## config.mk

```make
export PLATFORM = sky130hd
export DESIGN_NAME = cache_ctrl
export DESIGN_NICKNAME = d
export VERILOG_FILES = /design/src/dcache_pkg.sv /design/src/cache_ctrl.sv
export SDC_FILE = /design/constraint.sdc
export NUM_CORES = 1
export LEC_CHECK = 0
export BUFFER_PORTS_ARGS = -buffer_cell sky130_fd_sc_hd__buf_2
export CELL_PAD_IN_SITES_DETAIL_PLACEMENT = 1
export CELL_PAD_IN_SITES_GLOBAL_PLACEMENT = 2
export CORE_AREA = 2 2 505 507
export DETAILED_ROUTE_END_ITERATION = 8
export DIE_AREA = 0 0 507 509
export PLACE_DENSITY_LB_ADDON = 0.3
export RECOVER_POWER = 25
export SKIP_LAST_GASP = 1
export SLEW_MARGIN = 20
export SYNTH_ARGS = -nofsm -noshare
export SYNTH_HDL_FRONTEND = slang
export SYNTH_SLANG_ARGS = --single-unit
export TNS_END_PERCENT = 50
```

## constraint.sdc

```tcl
create_clock -name clk -period 52.6 [get_ports clk]
set_clock_uncertainty 0.15 [all_clocks]
set_input_delay 7.89 -clock clk [delete_from_list [all_inputs] [get_ports clk]]
set_output_delay 7.89 -clock clk [all_outputs]
set_load 0.1 [all_outputs]
```

## src/dcache_pkg.sv

```systemverilog
`default_nettype none

package dcache_pkg;

    // The one-hot way select and the word select depend on this fixed geometry
    localparam int NUM_WAYS   = 4;
    localparam int LINE_BYTES = 64;
    localparam int WORD_SEL_W = 4;
    localparam int LINE_OFF_W = $clog2(LINE_BYTES);  // Index starts above the line offset

    typedef logic [31:0]                   addr_t;
    typedef logic [31:0]                   word_t;
    typedef logic [8*LINE_BYTES-1:0]       line_t;
    typedef logic [NUM_WAYS*8*LINE_BYTES-1:0] set_lines_t;
    typedef logic [NUM_WAYS-1:0]           way_oh_t;
    typedef logic [$clog2(NUM_WAYS)-1:0]   way_idx_t;
    typedef logic [3:0]                    read_type_t;

    // Access size as a byte-enable pattern
    localparam read_type_t RT_BYTE = 4'b0001;
    localparam read_type_t RT_HALF = 4'b0011;
    localparam read_type_t RT_WORD = 4'b1111;

    // Sideband of the CPU port, valid with paddr in the setup phase
    typedef struct packed {
        read_type_t read_type;
        logic       signed_ext;
        logic       uncache;
    } load_attr_t;

    typedef struct packed {
        addr_t      addr;
        load_attr_t attr;
    } load_req_t;

endpackage

`default_nettype wire

```

## src/cache_ctrl.sv

```systemverilog
`timescale 1ns/1ps
`default_nettype none

module cache_ctrl import dcache_pkg::*; (
    input  logic       clk,
    input  logic       arst_n,
    input  logic       psel,
    input  logic       penable,
    input  logic       pwrite,
    input  addr_t      paddr,
    input  load_attr_t attr,
    output word_t      prdata,
    output logic       pready,
    output logic       pslverr,
    output logic       mem_psel,
    output logic       mem_penable,
    output addr_t      mem_paddr,
    input  line_t      mem_prdata,
    input  logic       mem_pready,
    output logic       lookup_en,
    output addr_t      lookup_addr,
    input  way_oh_t    hit_way,
    input  way_oh_t    victim_way,
    output logic       fill_en,
    output way_oh_t    fill_way,
    output line_t      fill_line,
    output load_req_t  req,
    output word_t      unc_word,
    input  word_t      load_data,
    input  logic       align_err
);

    typedef enum logic [2:0] {
        IDLE,
        LOOKUP,
        MEM_SETUP,
        MEM_ACCESS,
        FILL,
        RELOOK,
        RESP
    } state_t;

    state_t state;
    state_t state_nxt;
    logic   setup_phase;
    logic   req_wr;
    logic   req_err;
    logic   lookup_done;

    assign setup_phase = psel && !penable;
    assign req_err     = req_wr || align_err;  // Writes are not supported by this port

    // Errors and cached hits finish in the first access cycle
    assign lookup_done = (state == LOOKUP) &&
                         (req_err || (!req.attr.uncache && hit_way != '0));

    always_ff @(posedge clk or negedge arst_n) begin
        if (!arst_n) begin
            state <= IDLE;
        end else begin
            state <= state_nxt;
        end
    end

    always_comb begin
        state_nxt = state;
        case (state)
            IDLE:       if (setup_phase) state_nxt = LOOKUP;
            LOOKUP:     state_nxt = lookup_done ? IDLE : MEM_SETUP;
            MEM_SETUP:  state_nxt = MEM_ACCESS;
            MEM_ACCESS: begin
                if (mem_pready) begin
                    state_nxt = req.attr.uncache ? RESP : FILL;  // Uncached data never allocates
                end
            end
            FILL:       state_nxt = RELOOK;
            RELOOK:     state_nxt = RESP;
            RESP:       state_nxt = IDLE;
            default:    state_nxt = IDLE;
        endcase
    end

    // Request capture and memory return buffers
    always_ff @(posedge clk) begin
        if (state == IDLE && setup_phase) begin
            req.addr <= paddr;
            req.attr <= attr;
            req_wr   <= pwrite;
        end
        if (state == MEM_ACCESS && mem_pready) begin
            if (req.attr.uncache) begin
                unc_word <= mem_prdata[31:0];
            end else begin
                fill_line <= mem_prdata;
            end
        end
    end

    // Setup phase indexes with the bus address, later states reuse the captured one
    assign lookup_en   = (state == IDLE && setup_phase) || (state == RELOOK);
    assign lookup_addr = (state == IDLE) ? paddr : req.addr;

    assign fill_en  = (state == FILL);
    assign fill_way = victim_way;  // Held by the tag block since the first lookup

    assign mem_psel    = (state == MEM_SETUP) || (state == MEM_ACCESS);
    assign mem_penable = (state == MEM_ACCESS);
    assign mem_paddr   = req.attr.uncache ? {req.addr[31:2], 2'b00}
                                          : {req.addr[31:LINE_OFF_W], {LINE_OFF_W{1'b0}}};

    assign pready  = lookup_done || (state == RESP);
    assign pslverr = (state == LOOKUP) && req_err;
    assign prdata  = (pready && !pslverr) ? load_data : '0;

endmodule

`default_nettype wire

```

Word-level counts from Yosys, hierarchy flattened
Index checks and enable logic that the tools add are counted.

Equality and inequality tests: 8. Muxes and demuxes: 8. Bitwise operators: 1. Reductions and logical operators: 20.

Operators by type and width (number): 32-bit two-way mux (2); 3-bit one-hot mux with 6 select lines (1); 3-bit equality test, second input constant (3); 1-bit logical AND (7); 3-bit by 2-bit equality test with 1-bit output, second input constant (2); 3-bit two-way mux (2); 6-bit two-way mux (1); 2-bit AND reduction (3); 1-bit logical OR (5); 2-bit two-way mux (2); 4-bit nonzero test (1); 3-bit by 1-bit equality test with 1-bit output, second input constant (1); 1-bit logical NOT (3); 3-bit logical NOT (1); 2-bit by 1-bit != test with 1-bit output, second input constant (1); 2-bit != test, second input constant (1); 1-bit NOT (1).

Register bits: 586. Input port bits: 597. Output and inout port bits: 688. Logic and storage cells: 45.

Depth between registers and ports, before layout
Word-level depth: 7. Mapped depth: 5.

Worst setup path after synthesis
No wires, ideal clock.

Path kind: input -> register. Start: in mem_pready. End: reg fill_line[0] (enable). Arrival time: 29.338 ns. Required time: 51.048 ns. Path slack: 21.710 ns. Stages on the path: 2. Path buffers: 0. Path through: nand3_1 > nor2_1.

Word-level cells in the longest chain between the ends: 2.

Ends and longest elaborated chain: from (decl) (line cache_ctrl.sv:19) `input logic mem_pready,`; 1-bit logical AND (line cache_ctrl.sv:90) `if (state == MEM_ACCESS && mem_pready) begin`; 2-bit AND reduction (no source line); to (signal assigned) (line cache_ctrl.sv:94) `fill_line <= mem_prdata;`; to (decl) (line cache_ctrl.sv:26) `output line_t fill_line,`.

No other way between the ends. A chain may end at the register's enable or synchronous reset.

Worst setup path in the final report
Start: in hit_way[1]. End: out prdata[0].

Word-level cells in the longest chain between the ends: 7.

Ends and longest elaborated chain: from (decl) (line cache_ctrl.sv:22) `input way_oh_t hit_way,`; 4-bit nonzero test (line cache_ctrl.sv:55) `(req_err || (!req.attr.uncache && hit_way != '0));`; 1-bit logical AND (line cache_ctrl.sv:55); 1-bit logical OR (line cache_ctrl.sv:55); 1-bit logical AND (line cache_ctrl.sv:54) `assign lookup_done = (state == LOOKUP) &&`; 1-bit logical OR (line cache_ctrl.sv:111) `assign pready = lookup_done || (state == RESP);`; 1-bit logical AND (line cache_ctrl.sv:113) `assign prdata = (pready && !pslverr) ? load_data : '0;`; 32-bit two-way mux (line cache_ctrl.sv:113); to (decl) (line cache_ctrl.sv:12) `output word_t prdata,`.

No other way between the ends.

==> run summary <==
CP Max Fanout - 32
Period utilisation layout - 0.3355
Worst EP required - 44.56 ns
Max Cap Viol - 0
Io pins - 1285
EDFF count, synth - 583
Clk Latency, worst-skew pair - 0.70 ns
Max incr delay on CP - 0.70 ns
Final min period - 17.65 ns
Core Area - 0.2528 mm2
CP Class - primary input to output pin
Final setup fails - 0
Die Span Y - 509 um
Crit-path slowest cell - nor4_1
Worst r2r src - state[1]
1st-pass router iterations - 4
Total die area - 0.2581 mm2
ANT nets after route - 0
RePlAce Congestion - 0.8349
Average size of a mapped cell - 25.52 um2
Outcome - completed
Cell count after synthesis - 733
Hold path start - req_wr
Filler Cells Inserted - 29120
Die X - 507 um
Clock buffer depth - 3
Total wire length - 141600 um
Worst-path clk slew - 0.06 ns
Crit-path most repeated cell - buf_2
Yosys reg bits - 586
Synth warn - 0
DPL Wire Length - 121700 um
CTS tree - yes
CP startpoint - hit_way[1]
Slew @ Worst Pin - 0.9717 ns
Via density - 2.484
Post-synth top flop - edfxtp_1
Initial Util - 0.07400
GRT Total Usage - 0.1047
GRT overflow - 0
Startpoint Class - primary input
Synth cell types - 29
Worst hold-check path type - flop to flop
Register area share after synthesis - 0.9400
Ys async rst share - 0.005119
Num CTS Buffers - 87
RSZ-0062 raised after global routing - no
Total power - 1572 uW
F_max - 56.66 MHz
Initial antenna violation count - 189
CP Data Arrival Time - 9.61 ns
Crit end category - output pin
DRC errors left - 0
Fin. max-slew vios - 0
Number of global-route vias before repair - 14160
Post-CTS setup buffers - 0
Worst vdd ir - 0.02633 mV
Vias - 13760
Sink Count - 586
Final hold slack - 0.5445 ns
Largest net degree at the start of global routing - 120
Setup TNS - 0 ns
Root buffer cell - clkbuf_16
WL per Instance - 25.56 um
P&R area growth vs syn - 71.28%
Hold Fails Final Rpt - 0
Rel. slew slack - 0.3507
Crit path buf inv count - 2
Leak - 0.01215 uW
CTS HTree Levels - 3
Row count - 185
CP delay by family, top - simple AND/OR/NAND/NOR gates
Layout cells sized above 1 - 0.6667
Port-buffer cells - 1274
Cts hold-fix bufs - 0
Pwr dens - 49.08 mW/mm2
Post-Syn Area - 0.01870 mm2
Crit path cell chain - buf_2 -> nor4_1 -> o31ai_4 -> and3_2 -> buf_2
Initial DRC count - 875
Layout Nets - 2661
First-pass GRT wire length - 169900 um
Post_cts resized - 0
==> cell type report <==
cell class | count | area (um2) | area share
flip-flops and latches | 586 | 17580 | 0.5488
repair buffers | 1285 | 6427 | 0.2006
well taps | 3366 | 4212 | 0.1315
clock buffers | 105 | 2287 | 0.07139
multi-input cells | 100 | 807.0 | 0.02519
clock inverters | 53 | 601.8 | 0.01879
diodes | 42 | 105.1 | 0.003281
inverters | 4 | 15.01 | 0.0004687
==> flip-flops by register name, summed over array words and instances (netlist names) <==
signal and count:
fill_line 512, unc_word 32, req_wr 1, state 3, req 38
==> power by group <==
part | leakage (uW) | total, uW | switching [uW] | internal (uW)
sequential | 0.00530 | 555 | 12.2 | 542
clock | 0.00140 | 610 | 246 | 364
combinational | 0.00545 | 408 | 350 | 57.8
total | 0.0122 | 1570 | 608 | 964
==> kinds of logic after synthesis <==
| logic type | Yosys count | synth area share |
|---|---|---|
| flops | 586 | 0.9400 |
| simple gates | 57 | 0.01853 |
| buf+inv | 48 | 0.01826 |
| mux | 32 | 0.01927 |
| compound gates | 9 | 0.003746 |
| other cells | 1 | 0.0002005 |
==> worst register-to-register path, cell delays in order, from the launching register on <==
cell     delay [ns]
dfrtp_1        0.52
nor2b_1        0.26
nand3_1        0.25
nor2_4         0.79
buf_4          0.79
buf_4          0.73
buf_4          0.59
buf_4          0.76
buf_4          0.80
==> per-stage QoR <==
| stage | setup slack, ns | area [um2] | cells | util |
|---|---|---|---|---|
| detailed placement | 34.93 | 29090 | 5341 | 0.1151 |
| finish | 34.95 | 32040 | 5541 | 0.1267 |
| global route | 34.79 | 31970 | 5516 | 0.1265 |
| floorplan | 21.71 | 18710 | 734 | - |
| global placement | 35.04 | 29090 | 5341 | 0.1151 |
| CTS | 34.92 | 31980 | 5499 | 0.1265 |
==> path summary, 6_finish.rpt <==
kind	end	slack (ns)	cells after the start
worst max-delay path	prdata[0]	34.95	5
worst max register to register	fill_line[232]	46.46	8
worst min-delay path	state[1]	0.54	3
min in group asynchronous	state[1]	6.84	1
max in group asynchronous	state[0]	45.29	1
worst min register to register	state[1]	0.54	3
==> synth_stat cells, types with 2 or more instances <==
cell,instances,area [um2]
and2_1,5,31.28
buf_2,3,15.01
mux2_2,32,360.4
a21oi_1,2,10.01
inv_1,4,15.01
and3_2,2,15.01
buf_4,34,255.2
o21ai_0,3,15.01
clkbuf_1,3,11.26
edfxtp_1,583,17510
nand2_1,5,18.77
dfrtp_1,3,75.07
nor2b_1,2,12.51
nor2_1,5,18.77
buf_6,4,45.04
and3_1,30,187.7
==> per-layer routing <==
metal,vias up,global-route usage,routed length (um)
li1,5657,-,-
met1,6480,0.1041,46310
met2,1124,0.1735,66160
met3,394,0.07044,22740
met4,108,0.03669,5722
met5,-,0,687
==> layout by cell type (no fill, tap or decap), drive strengths merged, types with 2 or more instances in the layout <==
master and instances:
o21ai 3, nand2 5, edfxtp 583, nor3 2, conb 2, dfrtp 3, mux2 32, nor2 5
nor2b 2, and3 32, clkinvlp 6, diode 42, bufinv 11, and2 5, clkinv 30, inv 10
clkbuf 138, a21oi 2, buf 1252
Power figures use the tool's default switching activity.
